`config.mk`:
```
export PLATFORM = sky130hd
export DESIGN_NAME = reg_file
export DESIGN_NICKNAME = d
export VERILOG_FILES = /design/src/logic/rv_pkg.sv /design/src/logic/reg_file.sv
export SDC_FILE = /design/constraint.sdc
export NUM_CORES = 2
export LEC_CHECK = 0
export BUFFER_PORTS_ARGS = -buffer_cell sky130_fd_sc_hd__clkbuf_2
export CAP_MARGIN = 40
export CORE_MARGIN = 2
export CORE_UTILIZATION = 45
export CTS_CLUSTER_DIAMETER = 50
export CTS_CLUSTER_SIZE = 24
export DETAILED_ROUTE_END_ITERATION = 8
export HOLD_SLACK_MARGIN = 0.05
export PLACE_DENSITY = 0.57
export RECOVER_POWER = 50
export SYNTH_ARGS = -nofsm -noshare
export SYNTH_HDL_FRONTEND = slang
export SYNTH_SLANG_ARGS = --single-unit
```
`constraint.sdc`:
```
create_clock -name clock -period 5.95 [get_ports clock]
set_input_delay 0.595 -clock clock [delete_from_list [all_inputs] [get_ports clock]]
set_output_delay 0.595 -clock clock [all_outputs]
set_load 0.02 [all_outputs]
```
`src/logic/rv_pkg.sv`:
```
`default_nettype none

package rv_pkg;

	// data and address width
	localparam int xlen = 32;

	typedef logic [xlen-1:0] word_t;
	typedef logic [4:0] reg_addr_t;

	// major opcodes of the supported RV32I subset
	typedef enum logic [6:0] {
		op_load   = 7'b0000011,
		op_imm    = 7'b0010011,
		op_store  = 7'b0100011,
		op_reg    = 7'b0110011,
		op_branch = 7'b1100011,
		op_jal    = 7'b1101111
	} opcode_e;

	// operations the EX stage ALU knows
	typedef enum logic [2:0] {
		alu_add = 3'd0,
		alu_sub = 3'd1,
		alu_and = 3'd2,
		alu_or  = 3'd3,
		alu_xor = 3'd4,
		alu_slt = 3'd5
	} alu_op_e;

	// addi x0, x0, 0
	localparam word_t nop_instr = 32'h0000_0013;

endpackage

`default_nettype wire

```
`src/logic/reg_file.sv`:
```
`default_nettype none

module reg_file (
	input wire clock,
	input wire reset,
	input wire rv_pkg::reg_addr_t rs1,
	input wire rv_pkg::reg_addr_t rs2,
	output rv_pkg::word_t rs1_val,
	output rv_pkg::word_t rs2_val,
	input wire wb_en,
	input wire rv_pkg::reg_addr_t wb_rd,
	input wire rv_pkg::word_t wb_data
);
	import rv_pkg::*;

	// x0 has no storage
	word_t regs [1:31];
	logic wr_active;

	assign wr_active = wb_en && (wb_rd != '0);

	always_ff @(posedge clock or negedge reset) begin
		if (!reset) begin
			for (int i = 1; i < 32; i++) begin
				regs[i] <= '0;
			end
		end else if (wr_active) begin
			regs[wb_rd] <= wb_data;
		end
	end

	// value being written in WB is passed straight to ID
	assign rs1_val = (rs1 == '0) ? '0 :
		(wr_active && wb_rd == rs1) ? wb_data : regs[rs1];
	assign rs2_val = (rs2 == '0) ? '0 :
		(wr_active && wb_rd == rs2) ? wb_data : regs[rs2];

endmodule

`default_nettype wire

```
==> flow_summary.ini <==
[placed_design]
place_area_um2 = 55400
dpl_worst_slack_ns = 1.68
hpwl_mm = 106
gp_congestion = 0.840
dp.cells = 5043
port_buffers = 113

[clocking]
cts-resized-gates = 0
cts_tree = yes
cts.root.buffer_cell = clkbuf_16
numCtsBuffers = 120
clockBufferDepth = 3
clock_latency_ns = 0.72
h-tree-depth = 3
clk_pin_slew_ns = 0.07
clock-sinks = 992

[yosys]
async_flop_share_pct = 100
synth_seq_area_share_pct = 46.4
muxShareOfSynthArea_pct = 41.5
synth_cell_types = 54
avgSynthCellArea_um2 = 14.5
synth_compound_area_share_pct = 5.67
synth_xor_area_share_pct = 0.164
synth_top_family_by_area = multiplexers
synth_cells = 3691
syn_nets = 3741
yosys_warnings = 0
ys_ff_latch = 992
synth_edf_count = 0
synth_simple_gate_area_share_pct = 2.51
synthAdderAreaFrac_pct = 0
netlist_area_um2 = 53500
synth_top_flop_cell = dfrtp_1

[worst_setup_path]
crit_required_ns = 5.36
cp_top_family = buffers and inverters
crit_cells = 7
r2r_start = regs[637]
crit_start = wb_rd[1]
reg2reg_slack_ns = 5.14
setup.worst_path.start_class = input port
path_cells = clkbuf_1 -> nor2_1 -> a21bo_2 -> or4_2 -> buf_4 -> a31oi_1 -> clkbuf_2
r2r-end = regs[637]
crit_buf_inv = 3
cp_max_fo = 50
end_kind = primary output
reg2reg_depth = 1
crit_slowest_cell = or4_2
cp-endpoint = rs2_val[20]
crit_arrival_ns = 3.88
worstSetupPathType = in -> out
max_stage_delay_ns = 0.93

[grt]
grt_usage_pct = 28.9
grt_pass1_wl_mm = 258
grt_start_max_net_pins = 161
antenna_found_initial = 13
grt-ovfl-total = 0
grt_pass1_vias = 35454

[final_layout]
largest_reg_flops = 992
multi_input_area_um2 = 26700
fin_cells = 5275
layout_commonest_cell = mux2_2
final_cell_mix = mux2_2 (1069), dfrtp_1 (992), mux4_2 (344), a22oi_1 (130), clkbuf_16 (121)
regMostFlops = regs
seq_area_um2 = 24800
fillers = 9971
syn2layout_area_growth_pct = 11.0
layout-drive-gt1-share_pct = 50.2
reg_top3 = regs (992)
nets = 3681
fin_area_um2 = 59400

[floorplan]
die_w_um = 349
die_h_um = 349
core_area_um2 = 118000
dieArea_um2 = 122000
ioPinCount = 114
rows = 126
initial_core_util_pct = 45.3

[job]
cap_violations = 16

[worst_hold_path]
hold_path.class = in -> async

[timing]
finClkSkew_ns = 0
hold_violations = 0
slew_viol_final = 589
slew_headroom_pct = -102
rsz0062_at_grt = false
setup_slack_ns = 1.48
tns_ns = 0
worst_pin_slew_ns = 3.03
setup_viol = 0
hold_ws_ns = 0.451
fmaxAchievable_ghz = 0.224
fin_crit_ns = 4.47
period_share_pct = 75.1

[detailed_routing]
wire_per_inst_um = 33.2
dr.first_iter.drc_count = 3209
dr.pass1.iters = 6
remaining_drc_errors = 0
postRouteAntennaNets = 0
routed_wl_mm = 175
vias_per_cell = 6.66
vias = 35114

[power_and_ir_drop]
pwr_density_cell_nw_per_um2 = 352
leakagePower_nw = 25.8
ir_worst_vdd_mv = 0.262

[status]
outcome = complete, but fails checks
violations = max-capacitance violations, max-slew violations
through the flow:
step	power, mW	util (%)
6_report	20.9	50.3
5_1_grt	21.7	50.3
3_3_place_gp	13.1	46.8
4_1_cts	21.0	50.5
2_1_floorplan	11.9	-
3_5_place_dp	13.3	46.9
cell usage after synthesis, types with 10 or more instances:
master | count | area [um^2]
buf_1 | 46 | 173
o21ai_0 | 19 | 95.1
mux2i_1 | 115 | 1150
o21ai_1 | 19 | 95.1
a31oi_1 | 31 | 194
nor2_1 | 90 | 338
dfrtp_1 | 992 | 24800
buf_6 | 10 | 113
clkbuf_1 | 192 | 721
a211oi_1 | 13 | 97.6
mux4_2 | 344 | 7750
nor4_1 | 20 | 125
a22oi_1 | 130 | 976
nor3_1 | 20 | 100
mux2_2 | 1070 | 12000
buf_2 | 104 | 521
nand2_1 | 90 | 338
nand3_1 | 14 | 70.1
nor2b_1 | 17 | 106
a21oi_1 | 49 | 245
a221oi_1 | 117 | 1020
mux4_1 | 47 | 1230
buf_4 | 40 | 300
o22ai_1 | 20 | 125
final cells by class:
| class | count | share of cell area [%] |
|---|---|---|
| multi-input combinational | 2290 | 45.0 |
| sequential | 992 | 41.8 |
| clock buffer | 140 | 5.40 |
| tap | 1536 | 3.24 |
| timing repair buffer | 226 | 2.80 |
| clock inverter | 88 | 1.70 |
| antenna | 2 | 0.00843 |
| inverter | 1 | 0.00632 |
what timing repair did:
action                     CTS  global route
hold endpoints to repair    62             0
setup buffers                0             0
setup endpoints to repair    0             0
hold buffers                 1             0
how the worst min path moves through the flow:
| stage | from | endpoint | slack [ns] | cells past startpoint |
|---|---|---|---|---|
| after floorplan | reset | regs[0] | 0.30 | 0 |
| after global placement | regs[675] | regs[675] | 0.50 | 1 |
| after detailed placement | regs[917] | regs[917] | 0.51 | 1 |
| after CTS | wb_data[2] | regs[2] | 0.45 | 3 |
| after global routing | reset | regs[25] | 0.49 | 2 |
| final | reset | regs[25] | 0.45 | 2 |
logic make-up (layout without fill, tap and decap cells):
| family | count (synthesis) | in the layout |
|---|---|---|
| multiplexers | 1576 | 1576 |
| other | 0 | 2 |
| flip-flops | 992 | 992 |
| AO/OA/AOI/OAI | 417 | 417 |
| buffers and inverters | 409 | 455 |
| AND/OR/NAND/NOR | 287 | 287 |
| XOR/XNOR | 10 | 10 |
per-layer routing:
layer  track usage [%]  up-vias  wire length, um
met4              9.32       10             5480
met1              42.8    19097            77900
met2              43.2     1416            78800
met3              5.22      302            12900
met5                 0        -               61
li1                  -    14289                -
report_power, final:
part           internal (mW)  switching [mW]
logic                   2.36            1.80
clock network           4.35            3.36
registers               8.07           0.954
No activity file was read; power rests on OpenSTA's default activity.
