[src/logic/rv_pkg.sv]
`default_nettype none

package rv_pkg;

	// data and address width
	localparam int xlen = 32;

	typedef logic [xlen-1:0] word_t;
	typedef logic [4:0] reg_addr_t;

	// major opcodes of the supported RV32I subset
	typedef enum logic [6:0] {
		op_load   = 7'b0000011,
		op_imm    = 7'b0010011,
		op_store  = 7'b0100011,
		op_reg    = 7'b0110011,
		op_branch = 7'b1100011,
		op_jal    = 7'b1101111
	} opcode_e;

	// operations the EX stage ALU knows
	typedef enum logic [2:0] {
		alu_add = 3'd0,
		alu_sub = 3'd1,
		alu_and = 3'd2,
		alu_or  = 3'd3,
		alu_xor = 3'd4,
		alu_slt = 3'd5
	} alu_op_e;

	// addi x0, x0, 0
	localparam word_t nop_instr = 32'h0000_0013;

endpackage

`default_nettype wire

[src/logic/pipe_ifs.sv]
`default_nettype none

// decoded instruction held in the ID/EX register
interface idex_if;
	import rv_pkg::*;

	logic reg_write;
	logic mem_read;
	logic mem_write;
	logic mem_to_reg;
	logic alu_src;
	logic branch;
	alu_op_e alu_op;
	reg_addr_t rs1;
	reg_addr_t rs2;
	reg_addr_t rd;
	word_t rs1_val;
	word_t rs2_val;
	word_t imm;
	word_t pc_val;

	modport source (
		output reg_write, mem_read, mem_write, mem_to_reg, alu_src, branch,
		output alu_op, rs1, rs2, rd, rs1_val, rs2_val, imm, pc_val
	);

	modport sink (
		input reg_write, mem_read, mem_write, mem_to_reg, alu_src, branch,
		input alu_op, rs1, rs2, rd, rs1_val, rs2_val, imm, pc_val
	);
endinterface

// results held in the EX/MEM register
interface exmem_if;
	import rv_pkg::*;

	logic reg_write;
	logic mem_read;
	logic mem_write;
	logic mem_to_reg;
	logic branch;
	logic zero;
	word_t alu_result;
	word_t store_data;
	reg_addr_t rd;
	word_t branch_target;

	modport source (
		output reg_write, mem_read, mem_write, mem_to_reg, branch, zero,
		output alu_result, store_data, rd, branch_target
	);

	modport sink (
		input reg_write, mem_read, mem_write, mem_to_reg, branch, zero,
		input alu_result, store_data, rd, branch_target
	);
endinterface

`default_nettype wire

[src/logic/execute_stage.sv]
`default_nettype none

module execute_stage (
	input wire clock,
	input wire reset,
	input wire branch_taken,
	idex_if.sink idex,
	input wire wb_en,
	input wire rv_pkg::reg_addr_t wb_rd,
	input wire rv_pkg::word_t wb_data,
	exmem_if.source exmem
);
	import rv_pkg::*;

	word_t fwd_a, fwd_b, op_b;
	word_t alu_result;
	word_t branch_target;

	// newest producer first, x0 never forwarded
	function automatic word_t forward(input reg_addr_t src, input word_t reg_val);
		word_t result;
		result = reg_val;
		if (src != '0) begin
			if (exmem.reg_write && exmem.rd == src) begin
				result = exmem.alu_result;
			end else if (wb_en && wb_rd == src) begin
				result = wb_data;
			end
		end
		return result;
	endfunction

	assign fwd_a = forward(idex.rs1, idex.rs1_val);
	assign fwd_b = forward(idex.rs2, idex.rs2_val);
	assign op_b = idex.alu_src ? idex.imm : fwd_b;

	always_comb begin
		case (idex.alu_op)
			alu_add: alu_result = fwd_a + op_b;
			alu_sub: alu_result = fwd_a - op_b;
			alu_and: alu_result = fwd_a & op_b;
			alu_or:  alu_result = fwd_a | op_b;
			alu_xor: alu_result = fwd_a ^ op_b;
			alu_slt: alu_result = xlen'($signed(fwd_a) < $signed(op_b));
			default: alu_result = fwd_a + op_b;
		endcase
	end

	assign branch_target = idex.pc_val + idex.imm;

	// control half of EX/MEM is emptied on a taken beq
	always_ff @(posedge clock or negedge reset) begin
		if (!reset) begin
			exmem.reg_write <= 1'b0;
			exmem.mem_read <= 1'b0;
			exmem.mem_write <= 1'b0;
			exmem.mem_to_reg <= 1'b0;
			exmem.branch <= 1'b0;
			exmem.rd <= '0;
		end else if (branch_taken) begin
			exmem.reg_write <= 1'b0;
			exmem.mem_read <= 1'b0;
			exmem.mem_write <= 1'b0;
			exmem.mem_to_reg <= 1'b0;
			exmem.branch <= 1'b0;
			exmem.rd <= '0;
		end else begin
			exmem.reg_write <= idex.reg_write;
			exmem.mem_read <= idex.mem_read;
			exmem.mem_write <= idex.mem_write;
			exmem.mem_to_reg <= idex.mem_to_reg;
			exmem.branch <= idex.branch;
			exmem.rd <= idex.rd;
		end
	end

	always_ff @(posedge clock) begin
		exmem.zero <= (alu_result == '0);
		exmem.alu_result <= alu_result;
		// store data also goes through forwarding
		exmem.store_data <= fwd_b;
		exmem.branch_target <= branch_target;
	end

endmodule

`default_nettype wire

[src/flat_wrapper.sv]
// flat-port wrapper written by rule: the top's interface ports become plain ports
module execute_stage_flat import rv_pkg::*;
  (clock, reset, branch_taken, wb_en, wb_rd, wb_data, idex_reg_write, idex_mem_read, idex_mem_write, idex_mem_to_reg, idex_alu_src, idex_branch, idex_alu_op, idex_rs1, idex_rs2, idex_rd, idex_rs1_val, idex_rs2_val, idex_imm, idex_pc_val, exmem_reg_write, exmem_mem_read, exmem_mem_write, exmem_mem_to_reg, exmem_branch, exmem_zero, exmem_alu_result, exmem_store_data, exmem_rd, exmem_branch_target);
  idex_if idex_i ();
  exmem_if exmem_i ();
  input wire clock;
  input wire reset;
  input wire branch_taken;
  input wire wb_en;
  input wire rv_pkg::reg_addr_t wb_rd;
  input wire rv_pkg::word_t wb_data;
  input wire logic [$bits(idex_i.reg_write)-1:0] idex_reg_write;
  input wire logic [$bits(idex_i.mem_read)-1:0] idex_mem_read;
  input wire logic [$bits(idex_i.mem_write)-1:0] idex_mem_write;
  input wire logic [$bits(idex_i.mem_to_reg)-1:0] idex_mem_to_reg;
  input wire logic [$bits(idex_i.alu_src)-1:0] idex_alu_src;
  input wire logic [$bits(idex_i.branch)-1:0] idex_branch;
  input wire logic [$bits(idex_i.alu_op)-1:0] idex_alu_op;
  input wire logic [$bits(idex_i.rs1)-1:0] idex_rs1;
  input wire logic [$bits(idex_i.rs2)-1:0] idex_rs2;
  input wire logic [$bits(idex_i.rd)-1:0] idex_rd;
  input wire logic [$bits(idex_i.rs1_val)-1:0] idex_rs1_val;
  input wire logic [$bits(idex_i.rs2_val)-1:0] idex_rs2_val;
  input wire logic [$bits(idex_i.imm)-1:0] idex_imm;
  input wire logic [$bits(idex_i.pc_val)-1:0] idex_pc_val;
  output wire logic [$bits(exmem_i.reg_write)-1:0] exmem_reg_write;
  output wire logic [$bits(exmem_i.mem_read)-1:0] exmem_mem_read;
  output wire logic [$bits(exmem_i.mem_write)-1:0] exmem_mem_write;
  output wire logic [$bits(exmem_i.mem_to_reg)-1:0] exmem_mem_to_reg;
  output wire logic [$bits(exmem_i.branch)-1:0] exmem_branch;
  output wire logic [$bits(exmem_i.zero)-1:0] exmem_zero;
  output wire logic [$bits(exmem_i.alu_result)-1:0] exmem_alu_result;
  output wire logic [$bits(exmem_i.store_data)-1:0] exmem_store_data;
  output wire logic [$bits(exmem_i.rd)-1:0] exmem_rd;
  output wire logic [$bits(exmem_i.branch_target)-1:0] exmem_branch_target;
  assign idex_i.reg_write = idex_reg_write;
  assign idex_i.mem_read = idex_mem_read;
  assign idex_i.mem_write = idex_mem_write;
  assign idex_i.mem_to_reg = idex_mem_to_reg;
  assign idex_i.alu_src = idex_alu_src;
  assign idex_i.branch = idex_branch;
  assign idex_i.alu_op = idex_alu_op;
  assign idex_i.rs1 = idex_rs1;
  assign idex_i.rs2 = idex_rs2;
  assign idex_i.rd = idex_rd;
  assign idex_i.rs1_val = idex_rs1_val;
  assign idex_i.rs2_val = idex_rs2_val;
  assign idex_i.imm = idex_imm;
  assign idex_i.pc_val = idex_pc_val;
  assign exmem_reg_write = exmem_i.reg_write;
  assign exmem_mem_read = exmem_i.mem_read;
  assign exmem_mem_write = exmem_i.mem_write;
  assign exmem_mem_to_reg = exmem_i.mem_to_reg;
  assign exmem_branch = exmem_i.branch;
  assign exmem_zero = exmem_i.zero;
  assign exmem_alu_result = exmem_i.alu_result;
  assign exmem_store_data = exmem_i.store_data;
  assign exmem_rd = exmem_i.rd;
  assign exmem_branch_target = exmem_i.branch_target;
  execute_stage u_core (.clock(clock), .reset(reset), .branch_taken(branch_taken), .idex(idex_i), .wb_en(wb_en), .wb_rd(wb_rd), .wb_data(wb_data), .exmem(exmem_i));
endmodule
[config.mk]
export PLATFORM = sky130hd
export DESIGN_NAME = execute_stage_flat
export DESIGN_NICKNAME = d
export VERILOG_FILES = /design/src/logic/rv_pkg.sv /design/src/logic/pipe_ifs.sv /design/src/logic/execute_stage.sv /design/src/flat_wrapper.sv
export SDC_FILE = /design/constraint.sdc
export NUM_CORES = 1
export LEC_CHECK = 0
export BUFFER_PORTS_ARGS = -buffer_cell sky130_fd_sc_hd__buf_2
export CAP_MARGIN = 5
export CORE_UTILIZATION = 35
export DETAILED_ROUTE_END_ITERATION = 16
export PLACE_DENSITY_LB_ADDON = 0.12
export SLEW_MARGIN = 25
export SYNTH_ARGS = -nofsm -noshare
export SYNTH_HDL_FRONTEND = slang
export SYNTH_SLANG_ARGS = --single-unit
[constraint.sdc]
create_clock -name clock -period 7.45 [get_ports clock]
set_clock_uncertainty 0.1 [all_clocks]
set_input_delay 0.745 -clock clock [delete_from_list [all_inputs] [get_ports clock]]
set_output_delay 0.745 -clock clock [all_outputs]
set_load 0.02 [all_outputs]
==> flow_summary.ini <==
[drt]
ant_nets = 0
viasPerCell = 5.895
drt_wl_total_mm = 51.49
drtIter0Drc = 1358
wl_per_cell_um = 23.08
firstDrtPassIters = 5
vias = 13150
drc = 0

[synth]
ys_types = 100
yosysTopAreaCell = dfxtp_1
syn_inst = 1535
synth_top_cell_area_share_pct = 16.69
synthArstFlopShare_pct = 9.346
syn-num-nets = 1858
yosysSeqAreaShare_pct = 18.84
synth_area_sq_um = 11640
synth_flop_cell = dfxtp_1
synth_area_leaders = dfxtp_1, ha_1, o22a_1, a21oi_1, inv_1
synth-edff-count = 0
postSynthAreaPerCell_sq_um = 7.581
ys_warn_count = 0
ys_ff_latch = 107

[clock_tree]
clkLatencyLatePin_ps = 370
cts_buffers = 9
cts_tree = built
htree_levels = 3
clock-sinks = 107
postCtsResizedCells = 0
cts_setup_buffers = 0
ctsHoldBuffers = 0
cts_buffer_depth = 2
clk_pin_slew_ps = 80
cts-root-buf = clkbuf_16

[critical_path]
cp.required_ps = 7630
critPathMaxFanout = 19
setup.worst_path.class = in -> reg
cp-end-kind = flop
arrival_ps = 6630
worstSetupStartpointType = input pin

[global_routing]
first_global_vias = 12050
antenna_found_initial = 4
grtUsageTotal_pct = 29.36
use_met2_pct = 45.66
grt.overflow.total = 0
grt_pass1_wl_mm = 75.53
met3_usage_pct = 5.058
grt_max_degree = 43
gr-max-usage-layer = met2
grt_util_met1_pct = 41.24

[floorplan]
start_util_pct = 35.67
die_w_um = 184.3
core_sq_um = 32620
ios = 300
rows = 66
dieHeight_um = 184.3
dieArea_sq_um = 33980

[place]
pre_cts_ws_ps = 725.3
gp_congestion = 0.9639
placed_area_sq_um = 13510
dp_cells = 2213
hpwlAfterDp_mm = 41.96
io_buffers = 299

[finish]
drive_above_1_share_pct = 21.99
fin_cells = 2231
top_regs = u_core.exmem.alu_result x32, u_core.exmem.branch_target x32, u_core.exmem.store_data x32
area_delta_synth_final_pct = 19.02
num-nets-final = 2105
final_area_sq_um = 13850

[power_and_ir_drop]
power.density_nw_per_um2 = 186.1
p_leak_nw = 6.414
worst_ir_drop_vdd_mv = 0.1115

[sta]
slew_violations = 0
maxSlewHeadroom_pct = 36.12
max_freq_mhz = 155.2
hold_slack_ps = 136.1
grt_setup_unrepaired = false
hold_viol_final = 0
setup_tns_ps = 0
setup_violations = 0
fin_crit_ps = 6442
fin_ws_ps = 1008
layout_worst_path_cycle_share_pct = 86.47
worstMarginPinSlew_ps = 958.2

[status]
status = finished clean

[run]
cap_violations = 0

[min_path]
hold_path.class = in -> async
==> critical path: stages <==
cell	delay, ps
buf_2	120
xor2_1	160
nor4_1	280
nand3_1	480
nand2b_1	620
buf_4	360
o22a_1	180
o22ai_1	90
o21a_1	240
ha_1	640
and4_1	350
o2111ai_1	150
a21oi_2	300
o31a_2	240
a21oi_2	90
and2_1	180
o32a_1	270
a311o_1	340
nor4_1	370
nand4b_1	170
nor4b_2	230
==> final timing paths <==
path | startpoint | to | slack [ps] | cells past startpoint
min in group clock | idex_mem_read | u_core.exmem.mem_read | 500 | 2
max in group asynchronous | reset | u_core.exmem.rd[0] | 6910 | 1
worst max-delay path | idex_rs2[2] | u_core.exmem.zero | 1010 | 21
worst max register to register | u_core.exmem.rd[3] | u_core.exmem.zero | 1050 | 20
worst min-delay path | reset | u_core.exmem.branch | 140 | 1
worst min register to register | u_core.exmem.alu_result[17] | u_core.exmem.store_data[17] | 570 | 3
==> layout make-up <==
| type | count | area, sq um |
|---|---|---|
| timing repair buffer | 324 | 1684 |
| inverter | 143 | 539.3 |
| sequential | 107 | 2192 |
| fill | 3414 | 18770 |
| tap | 442 | 553.0 |
| antenna | 2 | 5.005 |
| multi-input combinational | 1197 | 8541 |
| clock buffer | 11 | 252.7 |
| clock inverter | 5 | 82.58 |
==> kinds of logic (layout without fill, tap and decap cells) <==
kind of cell	Yosys count	in the layout	synth area share (%)
AOI/OAI and AO/OA	601	601	37.44
xor gates and xnor gates	47	47	3.538
adders and majority gates	130	130	14.17
buffers and inverters	231	483	8.011
DFF	107	107	18.84
muxes	6	6	0.5484
other	0	2	0
and+or+nand+nor	413	413	17.45
==> through the flow <==
step / total power, mW / util, %
floorplan: 1.558 / -
CTS: 2.564 / 42.44
finish: 2.577 / 42.46
global route: 2.709 / 42.44
detailed placement: 2.006 / 41.42
global placement: 2.011 / 41.42
==> cell usage in the layout (no fill, tap or decap), types with 6 or more instances in the layout <==
| cell type | count |
|---|---|
| a211oi_1 | 18 |
| o221ai_1 | 7 |
| buf_2 | 299 |
| a2bb2oi_1 | 6 |
| nor4_1 | 13 |
| nand2b_1 | 18 |
| nor3_1 | 31 |
| o21a_1 | 40 |
| o2111ai_1 | 6 |
| inv_1 | 140 |
| nand2_1 | 120 |
| a21oi_1 | 123 |
| clkbuf_16 | 9 |
| ha_1 | 127 |
| a21o_1 | 25 |
| or3_1 | 7 |
| o21bai_1 | 9 |
| and2_1 | 11 |
| buf_4 | 25 |
| nor2b_1 | 31 |
| a221o_1 | 9 |
| xnor2_1 | 23 |
| a21oi_2 | 6 |
| o211ai_1 | 16 |
| o21ai_0 | 74 |
| nand3_1 | 25 |
| and3_1 | 10 |
| o31ai_1 | 9 |
| o22ai_1 | 51 |
| o22a_1 | 104 |
| xor2_1 | 24 |
| or2_2 | 6 |
| dfrtp_1 | 10 |
| a221oi_1 | 6 |
| nand4_1 | 10 |
| a31oi_1 | 11 |
| dfxtp_1 | 97 |
| nor2_1 | 100 |
==> layer usage <==
metal | share of wire [%] | vias to the layer above
met1 | 46 | 6252
met2 | 44 | 663
met5 | 0.076 | -
met4 | 2.3 | 6
met3 | 8.5 | 90
li1 | - | 6140
==> power breakdown <==
group	switching (mW)	total, mW	leakage (nW)	internal (mW)
clock	0.238	0.553	0.166	0.315
sequential	0.0754	0.745	0.947	0.670
combinational	0.827	1.28	5.30	0.452
total	1.14	2.58	6.41	1.44
==> cell usage after synthesis, types with 16 or more instances <==
library cell,n
inv_1,140
ha_1,127
a21oi_1,125
nand2_1,120
o22a_1,104
nor2_1,102
dfxtp_1,97
o21ai_0,74
clkbuf_1,54
o22ai_1,51
o21a_1,40
nor2b_1,31
nor3_1,31
a21o_1,25
nand3_1,25
xor2_1,24
xnor2_1,23
buf_2,20
a211oi_1,18
nand2b_1,18
o211ai_1,16
Power figures use the tool's default switching activity.
