$ cat src/logic/rv_pkg.sv
`default_nettype none

package rv_pkg;

	// data and address width
	localparam int xlen = 32;

	typedef logic [xlen-1:0] word_t;
	typedef logic [4:0] reg_addr_t;

	// major opcodes of the supported RV32I subset
	typedef enum logic [6:0] {
		op_load   = 7'b0000011,
		op_imm    = 7'b0010011,
		op_store  = 7'b0100011,
		op_reg    = 7'b0110011,
		op_branch = 7'b1100011,
		op_jal    = 7'b1101111
	} opcode_e;

	// operations the EX stage ALU knows
	typedef enum logic [2:0] {
		alu_add = 3'd0,
		alu_sub = 3'd1,
		alu_and = 3'd2,
		alu_or  = 3'd3,
		alu_xor = 3'd4,
		alu_slt = 3'd5
	} alu_op_e;

	// addi x0, x0, 0
	localparam word_t nop_instr = 32'h0000_0013;

endpackage

`default_nettype wire

$ cat src/logic/pipe_ifs.sv
`default_nettype none


// results held in the EX/MEM register
interface exmem_if;
	import rv_pkg::*;

	logic reg_write;
	logic mem_read;
	logic mem_write;
	logic mem_to_reg;
	logic branch;
	logic zero;
	word_t alu_result;
	word_t store_data;
	reg_addr_t rd;
	word_t branch_target;

	modport source (
		output reg_write, mem_read, mem_write, mem_to_reg, branch, zero,
		output alu_result, store_data, rd, branch_target
	);

	modport sink (
		input reg_write, mem_read, mem_write, mem_to_reg, branch, zero,
		input alu_result, store_data, rd, branch_target
	);
endinterface

`default_nettype wire

$ cat src/logic/mem_wb_stage.sv
`default_nettype none

module mem_wb_stage (
	input wire clock,
	input wire reset,
	exmem_if.sink exmem,
	output logic branch_taken,
	output rv_pkg::word_t branch_target,
	output rv_pkg::word_t data_addr,
	output rv_pkg::word_t data_wdata,
	output logic data_wen,
	output logic data_ren,
	input wire rv_pkg::word_t data_rdata,
	output logic wb_en,
	output rv_pkg::reg_addr_t wb_rd,
	output rv_pkg::word_t wb_data
);
	import rv_pkg::*;

	logic wb_mem_to_reg;
	word_t wb_load_data;
	word_t wb_alu_result;

	// beq compares through the sub in EX
	assign branch_taken = exmem.branch & exmem.zero;
	assign branch_target = exmem.branch_target;

	assign data_addr = exmem.alu_result;
	assign data_wdata = exmem.store_data;
	assign data_wen = exmem.mem_write;
	assign data_ren = exmem.mem_read;

	always_ff @(posedge clock or negedge reset) begin
		if (!reset) begin
			wb_en <= 1'b0;
			wb_rd <= '0;
			wb_mem_to_reg <= 1'b0;
		end else begin
			wb_en <= exmem.reg_write;
			wb_rd <= exmem.rd;
			wb_mem_to_reg <= exmem.mem_to_reg;
		end
	end

	always_ff @(posedge clock) begin
		wb_load_data <= data_rdata;
		wb_alu_result <= exmem.alu_result;
	end

	assign wb_data = wb_mem_to_reg ? wb_load_data : wb_alu_result;

endmodule

`default_nettype wire

$ cat src/flat_wrapper.sv
// flat-port wrapper written by rule: the top's interface ports become plain ports
module mem_wb_stage_flat import rv_pkg::*;
  (clock, reset, branch_taken, branch_target, data_addr, data_wdata, data_wen, data_ren, data_rdata, wb_en, wb_rd, wb_data, exmem_reg_write, exmem_mem_read, exmem_mem_write, exmem_mem_to_reg, exmem_branch, exmem_zero, exmem_alu_result, exmem_store_data, exmem_rd, exmem_branch_target);
  exmem_if exmem_i ();
  input wire clock;
  input wire reset;
  output logic branch_taken;
  output rv_pkg::word_t branch_target;
  output rv_pkg::word_t data_addr;
  output rv_pkg::word_t data_wdata;
  output logic data_wen;
  output logic data_ren;
  input wire rv_pkg::word_t data_rdata;
  output logic wb_en;
  output rv_pkg::reg_addr_t wb_rd;
  output rv_pkg::word_t wb_data;
  input wire logic [$bits(exmem_i.reg_write)-1:0] exmem_reg_write;
  input wire logic [$bits(exmem_i.mem_read)-1:0] exmem_mem_read;
  input wire logic [$bits(exmem_i.mem_write)-1:0] exmem_mem_write;
  input wire logic [$bits(exmem_i.mem_to_reg)-1:0] exmem_mem_to_reg;
  input wire logic [$bits(exmem_i.branch)-1:0] exmem_branch;
  input wire logic [$bits(exmem_i.zero)-1:0] exmem_zero;
  input wire logic [$bits(exmem_i.alu_result)-1:0] exmem_alu_result;
  input wire logic [$bits(exmem_i.store_data)-1:0] exmem_store_data;
  input wire logic [$bits(exmem_i.rd)-1:0] exmem_rd;
  input wire logic [$bits(exmem_i.branch_target)-1:0] exmem_branch_target;
  assign exmem_i.reg_write = exmem_reg_write;
  assign exmem_i.mem_read = exmem_mem_read;
  assign exmem_i.mem_write = exmem_mem_write;
  assign exmem_i.mem_to_reg = exmem_mem_to_reg;
  assign exmem_i.branch = exmem_branch;
  assign exmem_i.zero = exmem_zero;
  assign exmem_i.alu_result = exmem_alu_result;
  assign exmem_i.store_data = exmem_store_data;
  assign exmem_i.rd = exmem_rd;
  assign exmem_i.branch_target = exmem_branch_target;
  mem_wb_stage u_core (.clock(clock), .reset(reset), .exmem(exmem_i), .branch_taken(branch_taken), .branch_target(branch_target), .data_addr(data_addr), .data_wdata(data_wdata), .data_wen(data_wen), .data_ren(data_ren), .data_rdata(data_rdata), .wb_en(wb_en), .wb_rd(wb_rd), .wb_data(wb_data));
endmodule
$ cat config.mk
export PLATFORM = sky130hd
export DESIGN_NAME = mem_wb_stage_flat
export DESIGN_NICKNAME = d
export VERILOG_FILES = /design/src/logic/rv_pkg.sv /design/src/logic/pipe_ifs.sv /design/src/logic/mem_wb_stage.sv /design/src/flat_wrapper.sv
export SDC_FILE = /design/constraint.sdc
export NUM_CORES = 1
export LEC_CHECK = 0
export BUFFER_PORTS_ARGS = -buffer_cell sky130_fd_sc_hd__buf_2
export CORE_AREA = 8 8 101 103
export CTS_BUF_LIST = sky130_fd_sc_hd__clkbuf_8
export DETAILED_ROUTE_END_ITERATION = 8
export DIE_AREA = 0 0 109 111
export PLACE_DENSITY = 0.74
export SLEW_MARGIN = 25
export SYNTH_ARGS = -nofsm -noshare
export SYNTH_HDL_FRONTEND = slang
export SYNTH_SLANG_ARGS = --single-unit
$ cat constraint.sdc
create_clock -name clock -period 1.5 [get_ports clock]
set_input_delay 0.45 -clock clock [delete_from_list [all_inputs] [get_ports clock]]
set_output_delay 0.45 -clock clock [all_outputs]
set_load 0.01 [all_outputs]
==> metrics.txt, run 1 <==
status finished with violations; failing checks negative setup slack; Clock Path Buffers 2; Final nets 406; Area growth, synth to finish 16.51%; # IOs 278; first-pass GRT wire length 9.273 mm; Detail Placement HPWL 5.443 mm; Die X 109 um; CTS sink count 71; Fill cells 819; Remaining DRCs 0; core area 8551 sq um; PortBufs 145; Final Core Density 0.3737; Synthesized Nets 347; worst hold path class in2reg; Storage cell area 1458 sq um; critical path arrival 1410 ps; worst hold stages 1; Clk pin slew, worst setup/hold paths 80 ps; layout cell share with drive strength beyond 1 0.7333; hold path startpoint data_rdata[20]; Power Density 1216 nW/um^2; vias in the first global route 1658; hold endpoint u_core.wb_load_data[20]; Die Span Y 111 um; die area 12100 sq um; Post-Syn Instances 206; initial antenna violation count 2; CTS tree built; row cnt 34; Worst VDD drop 0.3763 mV; Cell variety after synth 8; Post-Syn Area 2743 sq um; total congestion overflow 0; Hold WS 211.0 ps; worst-margin pin slew 153.7 ps; syn avg cell area 13.31 sq um; biggest regs u_core.wb_alu_result: 32 flops, u_core.wb_load_data: 32 flops, u_core.wb_rd: 5 flops; final setup fails 32; final hold vios 0; synth warn 0; Worst Path Required 1050 ps; drt via density 3.963; wire per inst 17.24 um; Post-DRT Antenna Nets 0; total power draw 3.887 mW; gr usage total 0.1025; H-Tree Depth 3; max-slew violation count 0; Worst setup SP type flop; DR vias 1498; Placed Area 2845 sq um; nature of the critical path endpoint output pin; max frequency 0.5375 GHz; global placer's final weighted congestion 0.6908; leakage 1.617 nW; final worst-path cycle share 1.240; Setup WS pre-CTS -39.65 ps; Starting DRT DRC Count 19; pin count of the biggest net entering global routing 15; Worst Path Max Fanout 14; RSZ-0062 raised after global routing true; maxcap violations 0; number of synthesized register bits 71; sequential area share after synthesis 0.5310; # diodes 0; drt first pass iters 2; critical path type reg2out; wirelength, routed 6.515 mm; relative slew slack 0.8975; design area 3196 sq um; CTS root buffer clkbuf_8; Initial Util 0.3207; TritonCTS buffer count 9; post-route minimum period 1860 ps; PnR worst setup slack -360.3 ps; multi-input logic area 479.2 sq um
[how the worst max path moves through the flow]
stage / slack [ps] / from / end
after floorplan: 120 / u_core.wb_mem_to_reg / wb_data[0]
after global placement: -9 / u_core.wb_mem_to_reg / wb_data[1]
after detailed placement: -40 / u_core.wb_mem_to_reg / wb_data[1]
after CTS: -410 / u_core.wb_mem_to_reg / wb_data[17]
after global routing: -440 / u_core.wb_mem_to_reg / wb_data[17]
final: -360 / u_core.wb_mem_to_reg / wb_data[17]
[layout by cell type (no fill, tap or decap)]
cell           count
clkinv_4           1
dlygate4sd3_1      1
mux2_4            30
clkinvlp_4         3
buf_6             24
dfrtp_1            6
clkbuf_8          10
dfrtp_2            1
buf_2            121
clkinv_2           1
mux2_2             2
buf_4              2
and2_1             1
inv_6              1
buf_12             2
dfxtp_1           64
[metal layers]
metal | vias up | share of wire | GRT usage
li1 | 670 | - | -
met1 | 657 | 0.27 | 0.07735
met2 | 124 | 0.51 | 0.1777
met3 | 45 | 0.17 | 0.07035
met4 | 2 | 0.046 | 0.07032
met5 | - | 0.0017 | 0
[worst max-delay path: stages, from the launching register on]
cell,delay (ps)
dfrtp_2,460
buf_12,180
mux2_4,290
buf_2,140
[where the power goes]
part / switching [mW] / internal (mW) / leakage [nW]
clock network: 0.700 / 0.649 / 0.0849
registers: 0.0289 / 1.99 / 0.621
logic: 0.203 / 0.317 / 0.911
total: 0.932 / 2.96 / 1.62
[cells in the mapped netlist]
library cell	n	area (sq um)
dfxtp_1	64	1281
mux2_4	30	450.4
dfrtp_1	7	175.2
buf_12	3	60.06
buf_4	98	735.7
mux2_2	2	22.52
buf_6	1	11.26
and2_1	1	6.260
[repair_timing]
action	in CTS	in global routing
setup endpoints to repair	32	32
buffers inserted	1	0
endpoints found under the hold margin	7	0
hold buffers	1	0
gates resized for setup	24	0
[area by class of cell]
cell class / instances / share of cell area
tap: 108 / 0.04229
timing repair buffer: 150 / 0.2944
multi-input combinational: 33 / 0.1500
sequential: 71 / 0.4561
clock buffer: 10 / 0.04307
clock inverter: 6 / 0.01410
[through the flow]
stage | std cells | setup TNS, ps
floorplan | 206 | 0
global placement | 360 | -19.80
detailed placement | 360 | -874.2
CTS | 378 | -12410
global route | 378 | -13430
finish | 378 | -11060
[cell families after synthesis]
family                 synth area share
flip-flops                       0.5310
multiplexers                     0.1724
AND/OR/NAND/NOR                0.002282
buffers and inverters            0.2943
No activity file was read; power rests on OpenSTA's default activity.
==> inputs of run 2 (changes only) <==
--- a/config.mk
+++ b/config.mk
@@ -8,8 +8,10 @@
 export BUFFER_PORTS_ARGS = -buffer_cell sky130_fd_sc_hd__buf_2
 export CORE_AREA = 8 8 101 103
 export CTS_BUF_LIST = sky130_fd_sc_hd__clkbuf_8
+export CTS_CLUSTER_SIZE = 28
 export DETAILED_ROUTE_END_ITERATION = 8
 export DIE_AREA = 0 0 109 111
+export MAX_ROUTING_LAYER = met4
 export PLACE_DENSITY = 0.74
 export SLEW_MARGIN = 25
 export SYNTH_ARGS = -nofsm -noshare
==> run 2 against run 1 <==
Effect of this change:
- the run still ends with negative setup slack left
- critical path depth unchanged
- non-clock buffer count unchanged
- sequential power barely moved
- setup slack about the same
- global-route usage up 0.28 points
- critical endpoint unchanged
- first-iteration DRC count increased by 21%
- flip-flop and latch count is the same
- critical path type unchanged
- sequential share of layout area about the same
==> metrics.txt, run 2 (synthesis results as in run 1) <==
RSZ-0062 raised after global routing true; vias in the first global route 1664 (+0.36%); CTS root buffer clkbuf_8; Die X 109 um (unchanged); Worst VDD drop 0.3765 mV (about the same); TritonCTS buffer count 9 (unchanged); wire per inst 17.15 um (-0.48%); global placer's final weighted congestion 0.6981 (+1.1%); critical path arrival 1410 ps (about the same); Die Span Y 111 um (unchanged); first-pass GRT wire length 9.246 mm (-0.29%); leakage 1.617 nW (about the same); total power draw 3.887 mW (about the same); CTS sink count 71 (unchanged); layout cell share with drive strength beyond 1 0.7333 (unchanged); # IOs 278 (unchanged); Starting DRT DRC Count 23 (+4); H-Tree Depth 3 (unchanged); die area 12100 sq um (unchanged); final hold vios 0 (unchanged); CTS tree built; Initial Util 0.3207 (unchanged); Fill cells 818 (-0.12%); final setup fails 32 (unchanged); Hold WS 211.2 ps (+0.1960 ps); worst hold path class in2reg; gr usage total 0.1053 (+0.002810); Clk pin slew, worst setup/hold paths 80 ps (about the same); maxcap violations 0 (unchanged); CP max stage delay 460 ps (about the same); Final nets 406 (unchanged); row cnt 34 (unchanged); max-slew violation count 0 (unchanged); Clock Path Buffers 2 (unchanged); final worst-path cycle share 1.240 (about the same); Detail Placement HPWL 5.443 mm (unchanged); Worst setup SP type flop; max frequency 0.5376 GHz (about the same); status finished with violations; PnR worst setup slack -360.1 ps (+0.2350 ps); Area growth, synth to finish 16.61% (about the same); CP cell instances buf_12 -> mux2_4 -> buf_2; most frequent cells in the layout 121 x buf_2, 64 x dfxtp_1, 30 x mux2_4; Post-DRT Antenna Nets 0 (unchanged); Worst Path Max Fanout 14 (unchanged); Slowest-stage cell, CP dfrtp_2; initial antenna violation count 2 (unchanged); biggest regs u_core.wb_alu_result: 32 flops, u_core.wb_load_data: 32 flops, u_core.wb_rd: 5 flops; relative slew slack 0.8962 (-0.001342); failing checks negative setup slack; most common cell after layout, fill and taps aside buf_2; Power Density 1215 nW/um^2 (about the same); PortBufs 145 (unchanged); drt first pass iters 2 (unchanged); DR vias 1495 (-0.20%); core area 8551 sq um (unchanged); Remaining DRCs 0 (unchanged); wirelength, routed 6.501 mm (-0.21%); pin count of the biggest net entering global routing 15 (unchanged); drt via density 3.945 (-0.46%); nature of the critical path endpoint output pin; total congestion overflow 0 (unchanged); worst-margin pin slew 155.7 ps (+2.013 ps); post-route minimum period 1860 ps (-0.2350 ps); Worst Path Required 1050 ps (about the same); critical path type reg2out
[run 2: changes by cell type in the layout (fill, tap and decap cells not counted), sizes merged]
cell,delta
diode,+1
[run 2: final cells by class]
type                            instances  area [sq um]  share of cell area
Tap cell                              108         135.1             0.04225
Sequential cell                        71          1458              0.4558
Clock inverter                          6         45.04             0.01408
Timing Repair Buffer                  150         940.9              0.2942
Antenna cell                            1         2.502           0.0007825
Clock buffer                           10         137.6             0.04304
Multi-Input combinational cell         33         479.2              0.1498
[run 2: power breakdown]
part	total [mW]	switching, mW	internal (mW)
clock	1.35	0.699	0.649
combinational	0.521	0.203	0.317
sequential	2.02	0.0289	1.99
total	3.89	0.932	2.96
[run 2: critical path, delay by kind of cell, from the launching register on]
family | cells | cell delay (ps)
buffers and inverters | 2 | 320
DFF | 1 | 460
muxes | 1 | 290
[run 2: path summary, 6_finish.rpt]
kind | start | to | slack [ps] | cells past startpoint
setup / recovery | u_core.wb_mem_to_reg | wb_data[17] | -360 | 3
hold / removal | data_rdata[20] | u_core.wb_load_data[20] | 210 | 1
max in group asynchronous | reset | u_core.wb_mem_to_reg | 860 | 2
min in group asynchronous | reset | u_core.wb_rd[3] | 470 | 2
[run 2: what timing repair did]
| item | 4_1_cts | 5_1_grt |
|---|---|---|
| endpoints found under the hold margin | 7 | 0 |
| endpoints found under the setup margin | 32 | 32 |
| gates resized for setup | 24 | 0 |
| setup buffers | 1 | 0 |
| hold buffers | 1 | 0 |
[run 2: routing by layer]
layer / vias to the layer above / GRT usage / share of wire
met2: 123 / 0.1773 / 0.51
met3: 43 / 0.06860 / 0.16
met1: 657 / 0.07874 / 0.28
met5: - / - / 0
li1: 672 / - / -
met4: 0 / 0.07032 / 0.045
[run 2: through the flow]
step | area, sq um | utilization | instances | TNS [ps] | setup slack, ps
after floorplan | 2743 | - | 206 | 0 | 116.5
after global placement | 2845 | 0.3327 | 360 | -19.80 | -8.776
after global routing | 3198 | 0.3740 | 379 | -13430 | -436.7
after CTS | 3196 | 0.3737 | 378 | -12410 | -406.2
final | 3198 | 0.3740 | 379 | -11060 | -360.1
after detailed placement | 2845 | 0.3327 | 360 | -874.2 | -39.65
