`src/logic/rv_pkg.sv`:
```
`default_nettype none

package rv_pkg;

	// data and address width
	localparam int xlen = 32;

	typedef logic [xlen-1:0] word_t;
	typedef logic [4:0] reg_addr_t;

	// major opcodes of the supported RV32I subset
	typedef enum logic [6:0] {
		op_load   = 7'b0000011,
		op_imm    = 7'b0010011,
		op_store  = 7'b0100011,
		op_reg    = 7'b0110011,
		op_branch = 7'b1100011,
		op_jal    = 7'b1101111
	} opcode_e;

	// operations the EX stage ALU knows
	typedef enum logic [2:0] {
		alu_add = 3'd0,
		alu_sub = 3'd1,
		alu_and = 3'd2,
		alu_or  = 3'd3,
		alu_xor = 3'd4,
		alu_slt = 3'd5
	} alu_op_e;

	// addi x0, x0, 0
	localparam word_t nop_instr = 32'h0000_0013;

endpackage

`default_nettype wire

```
`src/logic/fetch_stage.sv`:
```
`default_nettype none

module fetch_stage #(
	parameter rv_pkg::word_t reset_pc = '0
) (
	input wire clock,
	input wire reset,
	input wire stall,
	input wire jump_taken,
	input wire rv_pkg::word_t jump_target,
	input wire branch_taken,
	input wire rv_pkg::word_t branch_target,
	input wire rv_pkg::word_t instr,
	output rv_pkg::word_t pc,
	output rv_pkg::word_t ifid_instr,
	output rv_pkg::word_t ifid_pc
);
	import rv_pkg::*;

	word_t next_pc;
	logic flush;

	// beq from MEM wins over jal from ID
	always_comb begin
		if (branch_taken) begin
			next_pc = branch_target;
		end else if (jump_taken) begin
			next_pc = jump_target;
		end else begin
			next_pc = pc + xlen'(4);
		end
	end

	assign flush = branch_taken | jump_taken;

	always_ff @(posedge clock or negedge reset) begin
		if (!reset) begin
			pc <= reset_pc;
		end else if (flush || !stall) begin
			pc <= next_pc;
		end
	end

	// a flushed slot in IF/ID becomes a nop
	always_ff @(posedge clock or negedge reset) begin
		if (!reset) begin
			ifid_instr <= nop_instr;
		end else if (flush) begin
			ifid_instr <= nop_instr;
		end else if (!stall) begin
			ifid_instr <= instr;
		end
	end

	always_ff @(posedge clock) begin
		if (!stall) begin
			ifid_pc <= pc;
		end
	end

endmodule

`default_nettype wire

```
`config.mk`:
```
export PLATFORM = sky130hd
export DESIGN_NAME = fetch_stage
export DESIGN_NICKNAME = d
export VERILOG_FILES = /design/src/logic/rv_pkg.sv /design/src/logic/fetch_stage.sv
export SDC_FILE = /design/constraint.sdc
export NUM_CORES = 1
export LEC_CHECK = 0
export BUFFER_PORTS_ARGS = -buffer_cell sky130_fd_sc_hd__buf_2
export CORE_MARGIN = 2
export CORE_UTILIZATION = 51
export DETAILED_ROUTE_END_ITERATION = 8
export GPL_ROUTABILITY_DRIVEN = 0
export PLACE_DENSITY = 0.85
export RECOVER_POWER = 100
export SETUP_SLACK_MARGIN = 0.1
export SLEW_MARGIN = 20
export SYNTH_ARGS = -nofsm -noshare
export SYNTH_HDL_FRONTEND = slang
export SYNTH_SLANG_ARGS = --single-unit
export TNS_END_PERCENT = 1
```
`constraint.sdc`:
```
create_clock -name clock -period 2.7 [get_ports clock]
set_input_delay 0.405 -clock clock [delete_from_list [all_inputs] [get_ports clock]]
set_output_delay 0.405 -clock clock [all_outputs]
set_load 0.01 [all_outputs]
```
==> flow_summary.json, run 1 <==
{
  "status": "finished, violations left",
  "failed_checks": "capacitance limit, slew limit",
  "inserted_clock_buffers": 9,
  "cpLargestDelayFamily": "buffers and inverters",
  "yosysUniqueCellTypes": 44,
  "cts-hold-fix-buffers": 0,
  "timing.max_slew.rel_slack": -0.0853,
  "floorplan.rows": 34,
  "p_total_mw": 3.14,
  "slew_viol_final": 86,
  "syn-cell-area_um2": 4540,
  "synth_top_cells_by_area": "dfrtp_1 34%, edfxtp_1 21%, mux2i_1 7.9%",
  "cp.required_ns": 2.94,
  "yosys_warnings": 0,
  "postSynthNetCount": 524,
  "whs_ns": 0.251,
  "path_buf_inv": 2,
  "setup.reg_to_reg.worst_slack_ns": 0.72,
  "clk_pin_slew_worst_paths_ns": 0.10,
  "synth-edff-count": 32,
  "drtPass1Iterations": 6,
  "peakVddDrop_mv": 0.258,
  "grt_pass1_wl_um": 20000,
  "arrival_time_at_the_worst_endpoint_ns": 2.37,
  "ctsRootBufferMaster": "clkbuf_8",
  "detail-route-antenna-nets": 0,
  "worstSetupStartpointType": "primary input",
  "top_level_ports": 197,
  "fin_skew_ns": 0.0125,
  "die_y_um": 98.4,
  "clock_sink_count": 96,
  "maxCapViolations": 2,
  "layout_commonest_cell": "buf_2",
  "fin_nets": 714,
  "antenna_found_initial": 0,
  "synthesis.area_per_instance_um2": 10.8,
  "grt_pass1_vias": 4064,
  "met2WireLength_um": 6090,
  "sequential_group_share_of_total_power": 0.551,
  "core_area_um2": 8680,
  "grt_start_max_net_pins": 56,
  "detail_route.drc_violations": 0,
  "overflow": 0,
  "initial_utilization": 0.523,
  "grt_use_total": 0.257,
  "p_int_mw": 2.19,
  "drt-wirelength-per-cell_um": 17.0,
  "report.final.setup_viol": 0,
  "crit_type": "primary input to flop",
  "synth.top_cell.area_share": 0.336,
  "unrepaired_setup_endpoints_after_global_routing": "false",
  "totalNegativeSetupSlack_ns": 0,
  "ys.flop_type": "dfrtp_1",
  "leakage_nw": 2.48,
  "die_area_um2": 9670,
  "max_frequency_mhz": 469,
  "worst_setup_path_end_kind": "flop",
  "hp-class": "primary input to flop",
  "insertion_delay_ns": 0.37,
  "critical_path.cell_chain": "clkbuf_1 -> clkbuf_2 -> nor3_1 -> nand3_1 -> xor2_1 -> o21ai_0",
  "htree_levels": 3,
  "synth.largest_area_cell": "dfrtp_1",
  "final_layout_size_suffix_gt1_frac": 0.212,
  "post-cts-setup-buffer-count": 0,
  "cts.repair.resized": 0,
  "ys_ff_latch": 96,
  "power.switching_uw": 953,
  "share_comb_of_total_power": 0.165,
  "slowest_delay_ns": 1.14,
  "place_hpwl_um": 9100,
  "route.met3.wl_um": 1190,
  "pwr-share-clk": 0.284,
  "fp.dieW_um": 98.4,
  "synth-seq-area-share": 0.565,
  "ys_async_sr_fraction": 0.667,
  "routed.top_layer": "met4",
  "detail_route.wirelength_um": 12300,
  "io_buffer_count": 196,
  "n_diodes": 0,
  "post_synth_inst_count": 422,
  "drt_iter0_drc": 200,
  "final_cell_mix": "99 x buf_2, 98 x clkbuf_1, 61 x dfrtp_1, 49 x nor2_1, 46 x nand2_1",
  "vias": 4016,
  "area_growth_syn_to_layout_pct": 25.0,
  "switching_share": 0.303,
  "crit_path_max_delay_cell_type": "clkbuf_2",
  "min_period_ns": 2.13,
  "fillers": 735,
  "clock_tree_from_tritoncts": "yes",
  "critical_path_peak_fanout": 55,
  "tightestPinTransition_ns": 1.63,
  "clockBufferDepth": 2,
  "post-route-period-util": 0.790,
  "timing_hold_violations_final": 0,
  "drt-met1-wl_um": 4930,
  "pwrdens_nw_per_um2": 553,
  "detail_route.vias_per_cell": 5.54
}
==> power by group through the flow <==
stage               Sequential, mW  Clock, mW  Combinational, mW
floorplan                     1.79          0              0.238
global placement              1.75          0              0.535
detailed placement            1.76          0              0.550
CTS                           1.73      0.913              0.552
global route                  1.75      0.975              0.576
finish                        1.73      0.891              0.518
==> synthesized netlist by cell type (3+ instances only) <==
library cell / instances
nand2_1: 46
xnor2_1: 11
and4_1: 4
edfxtp_1: 32
and3_1: 5
nand3_1: 10
dfrtp_1: 61
o21ai_0: 12
buf_1: 5
dfstp_2: 3
nor3_1: 5
clkbuf_1: 15
a22oi_1: 6
xor2_1: 14
and2_1: 4
mux2i_1: 36
nand4_1: 12
inv_1: 10
nor2_1: 49
buf_2: 5
o221ai_1: 11
nand3b_1: 3
a21oi_1: 34
o22ai_1: 5
==> layer usage <==
metal	up-vias	track usage
met4	0	0.0643
li1	1895	-
met3	14	0.0744
met2	199	0.428
met5	-	0
met1	1908	0.335
==> worst paths after layout <==
path | depth (start not counted) | end | startpoint
hold reg to reg | 0 | ifid_pc[1]$_DFFE_PN_ | pc[1]$_DFFE_PN0P_
hold / removal | 3 | pc[0]$_DFFE_PN0P_ | branch_target[0]
min in group asynchronous | 1 | ifid_instr[30]$_DFFE_PN0P_ | reset
setup / recovery | 6 | pc[9]$_DFFE_PN0P_ | stall
max in group asynchronous | 2 | ifid_instr[31]$_DFFE_PN0P_ | reset
setup reg to reg | 5 | pc[27]$_DFFE_PN0P_ | pc[11]$_DFFE_PN0P_
==> worst reg2reg max path, delay by kind of cell, from the launching register on <==
kind                      cells  cell delay [ns]
xor gates and xnor gates      1             0.18
and+or+nand+nor               3             1.01
AOI/OAI and AO/OA             1             0.13
DFF                           1             0.52
==> per-stage QoR <==
stage	utilization	cell area [µm²]	setup slack (ns)	cells
floorplan	-	4540	0.686	422
global placement	0.649	5630	0.822	709
detailed placement	0.649	5630	0.710	709
CTS	0.670	5810	0.724	725
global route	0.654	5670	0.329	725
finish	0.654	5670	0.567	725
==> registers in the layout, indices dropped and copies added, names as in the netlist <==
register and flops:
ifid_instr 32, ifid_pc 32, pc 32
==> cells by family after synthesis <==
family	Yosys count	share of synthesized area
and+or+nand+nor	148	0.162
DFF	96	0.565
AOI/OAI and AO/OA	80	0.112
buffers and inverters	36	0.0311
xor gates and xnor gates	25	0.0482
adders and majority gates	1	0.00276
muxes	36	0.0794
==> layout make-up <==
type / count / area (µm²) / area share
clock inverters: 7 / 58.8 / 0.0104
multi-input cells: 290 / 1830 / 0.322
clock buffers: 9 / 124 / 0.0218
repair buffers: 204 / 921 / 0.162
inverters: 11 / 41.3 / 0.00728
well taps: 108 / 135 / 0.0238
flip-flops and latches: 96 / 2570 / 0.452
Power figures use the tool's default switching activity.
==> run 2: changes to the inputs <==
Settings changed: ABC_AREA from default to 1, CORE_UTILIZATION 51 to 44, PLACE_DENSITY 0.85 to 0.77.
Clock period 2.7 ns to 1.7 ns, I/O delays scaled along.
==> flow_summary.json, run 2 <==
{
  "fillers": 1031,
  "worstSetupStartpointType": "flop",
  "sequential_group_share_of_total_power": 0.534,
  "synthesis.area_per_instance_um2": 7.85,
  "max_frequency_mhz": 638,
  "pwrdens_nw_per_um2": 825,
  "grt_use_total": 0.239,
  "syn-cell-area_um2": 4930,
  "clk_pin_slew_worst_paths_ns": 0.09,
  "timing.max_slew.rel_slack": 0.171,
  "drt_iter0_drc": 209,
  "ctsRootBufferMaster": "clkbuf_8",
  "utilization": 0.582,
  "critical_path_peak_fanout": 7,
  "core_area_um2": 10900,
  "initial_utilization": 0.453,
  "floorplan.rows": 38,
  "grt_pass1_vias": 4628,
  "fin_nets": 928,
  "ys_ff_latch": 96,
  "io_buffer_count": 196,
  "detail_route.vias_per_cell": 5.01,
  "maxCapViolations": 0,
  "slew_viol_final": 0,
  "drtPass1Iterations": 5,
  "tightestPinTransition_ns": 1.24,
  "fp.dieW_um": 110,
  "power.switching_mw": 1.57,
  "placedInstanceArea_um2": 6100,
  "post-route-period-util": 0.921,
  "yosys_warnings": 0,
  "synth.largest_area_cell": "dfrtp_1",
  "ys.flop_type": "dfrtp_1",
  "layout_commonest_cell": "nand2_1",
  "leakage_nw": 3.18,
  "inserted_clock_buffers": 9,
  "clock_sink_count": 96,
  "overflow": 0,
  "detail-route-antenna-nets": 0,
  "insertion_delay_ns": 0.36,
  "final_cell_mix": "225 x nand2_1, 195 x buf_2, 89 x nor2_1, 56 x dfrtp_1, 45 x a21oi_1",
  "p_int_mw": 3.66,
  "synth.top_cell.area_share": 0.310,
  "clockBufferDepth": 2,
  "status": "completed",
  "htree_levels": 3,
  "yosysUniqueCellTypes": 29,
  "arrival_time_at_the_worst_endpoint_ns": 1.83,
  "vias": 4874,
  "p_total_mw": 5.23,
  "switching_share": 0.301,
  "die_area_um2": 12100,
  "report.final.setup_viol": 0,
  "drt-wirelength-per-cell_um": 14.3,
  "synth-seq-area-share": 0.521,
  "cp.required_ns": 1.96,
  "hp-class": "primary input to flop",
  "yosys.cell_count.top_type": "nand2_1",
  "area_growth_syn_to_layout_pct": 28.7,
  "worst_setup_path_end_kind": "flop",
  "unrepaired_setup_endpoints_after_global_routing": "true",
  "post-route-cell-area_um2": 6340,
  "top_level_ports": 197,
  "grt_pass1_wl_um": 22200,
  "place_hpwl_um": 10000,
  "postSynthNetCount": 730,
  "synth_top_cells_by_area": "dfrtp_1 31%, edfxtp_1 20%, nand2_1 17%",
  "detail_route.drc_violations": 0,
  "detail_route.wirelength_um": 13900,
  "clock_tree_from_tritoncts": "yes",
  "timing_hold_violations_final": 0,
  "fin_skew_ns": 0.00634,
  "antenna_found_initial": 2,
  "die_y_um": 110,
  "synth_commonest_cells": "225 x nand2_1, 89 x nor2_1, 61 x dfrtp_1",
  "final_layout_size_suffix_gt1_frac": 0.308,
  "synth-edff-count": 32,
  "crit_type": "flop to flop",
  "post_synth_inst_count": 628,
  "share_comb_of_total_power": 0.198,
  "grt_start_max_net_pins": 41,
  "min_period_ns": 1.57,
  "ys_async_sr_fraction": 0.667,
  "peakVddDrop_mv": 0.373,
  "top_regs": "ifid_instr: 32 flops, ifid_pc: 32 flops, pc: 32 flops",
  "pwr-share-clk": 0.268
}
==> run 2: cell types whose count changed after synthesis, sizes merged, moves of 6 or more <==
cell | before | now
nand2 | 46 | 233
nor2 | 49 | 103
nand4 | 13 | 0
inv | 10 | 32
a22oi | 6 | 0
xor2 | 14 | 0
a21oi | 34 | 45
mux2i | 36 | 0
o221ai | 11 | 0
nand3 | 10 | 43
o21ai | 12 | 18
xnor2 | 11 | 5
==> run 2: logic make-up after synthesis <==
logic type,Yosys count,synth area share
DFF,96,0.521
adders and majority gates,1,0.00254
and+or+nand+nor,390,0.335
xor gates and xnor gates,5,0.00889
AOI/OAI and AO/OA,76,0.0833
buffers and inverters,60,0.0490
==> run 2: layout make-up <==
cell class	instances	area, µm²	share of cell area
antenna	1	2.50	0.000395
tap	140	175	0.0276
sequential	96	2570	0.406
inverter	32	120	0.0189
clock buffer	16	171	0.0270
multi-input combinational	472	2140	0.338
timing repair buffer	215	1160	0.182
==> run 2: layer usage <==
metal	up-vias	share of wire	wire, µm	track usage
li1	2418	-	-	-
met1	2227	0.42	5800	0.299
met4	2	0.019	266	0.0922
met3	23	0.078	1080	0.0575
met5	-	0.00079	11	0
met2	204	0.49	6750	0.399
==> run 2: worst paths after layout <==
check                           cells past startpoint                from                    endpoint  slack, ns
min in group asynchronous                           2               reset  ifid_instr[30]$_DFFE_PN0P_       0.69
worst max register to register                      9  pc[16]$_DFFE_PN0P_          pc[25]$_DFFE_PN0P_       0.13
max in group asynchronous                           3               reset   ifid_instr[1]$_DFFE_PN1P_       0.23
worst max-delay path                                9  pc[16]$_DFFE_PN0P_          pc[25]$_DFFE_PN0P_       0.13
worst min register to register                      0   pc[1]$_DFFE_PN0P_        ifid_pc[1]$_DFFE_PN_       0.49
worst min-delay path                                3            instr[1]   ifid_instr[1]$_DFFE_PN1P_       0.11
==> run 2: timing repair <==
| item | CTS | global route |
|---|---|---|
| hold endpoints to repair | 17 | 0 |
| gates resized for setup | 0 | 10 |
| hold buffers | 1 | 0 |
| gates cloned | 0 | 0 |
| pin swaps | 0 | 4 |
| setup buffers | 2 | 3 |
| setup endpoints to repair | 8 | 23 |
==> run 2: power by group through the flow <==
stage | clock, mW | sequential [mW] | combinational [mW]
6_report | 1.40 | 2.79 | 1.04
5_1_grt | 1.52 | 2.83 | 1.18
4_1_cts | 1.43 | 2.79 | 1.03
3_5_place_dp | 0 | 2.84 | 1.02
3_3_place_gp | 0 | 2.83 | 1.00
2_1_floorplan | 0 | 2.88 | 0.476
==> run 2: critical path: stages, from the launching register on <==
cell	delay [ns]
dfrtp_1	0.48
nand2_1	0.13
nor2_1	0.21
nand2_1	0.17
nor2_8	0.15
nand3_1	0.08
nand3_1	0.10
nand2_1	0.05
nand2_1	0.06
nand2_1	0.04
==> run 2: per-stage QoR <==
step / hold slack [ns] / worst slack (ns) / setup TNS [ns] / cells
floorplan: -0.0406 / 0.137 / 0 / 628
global placement: 0.257 / 0.125 / 0 / 949
detailed placement: 0.255 / 0.0739 / 0 / 949
CTS: 0.0932 / 0.106 / 0 / 968
global route: 0.117 / -0.00195 / -0.00195 / 972
finish: 0.109 / 0.134 / 0 / 972
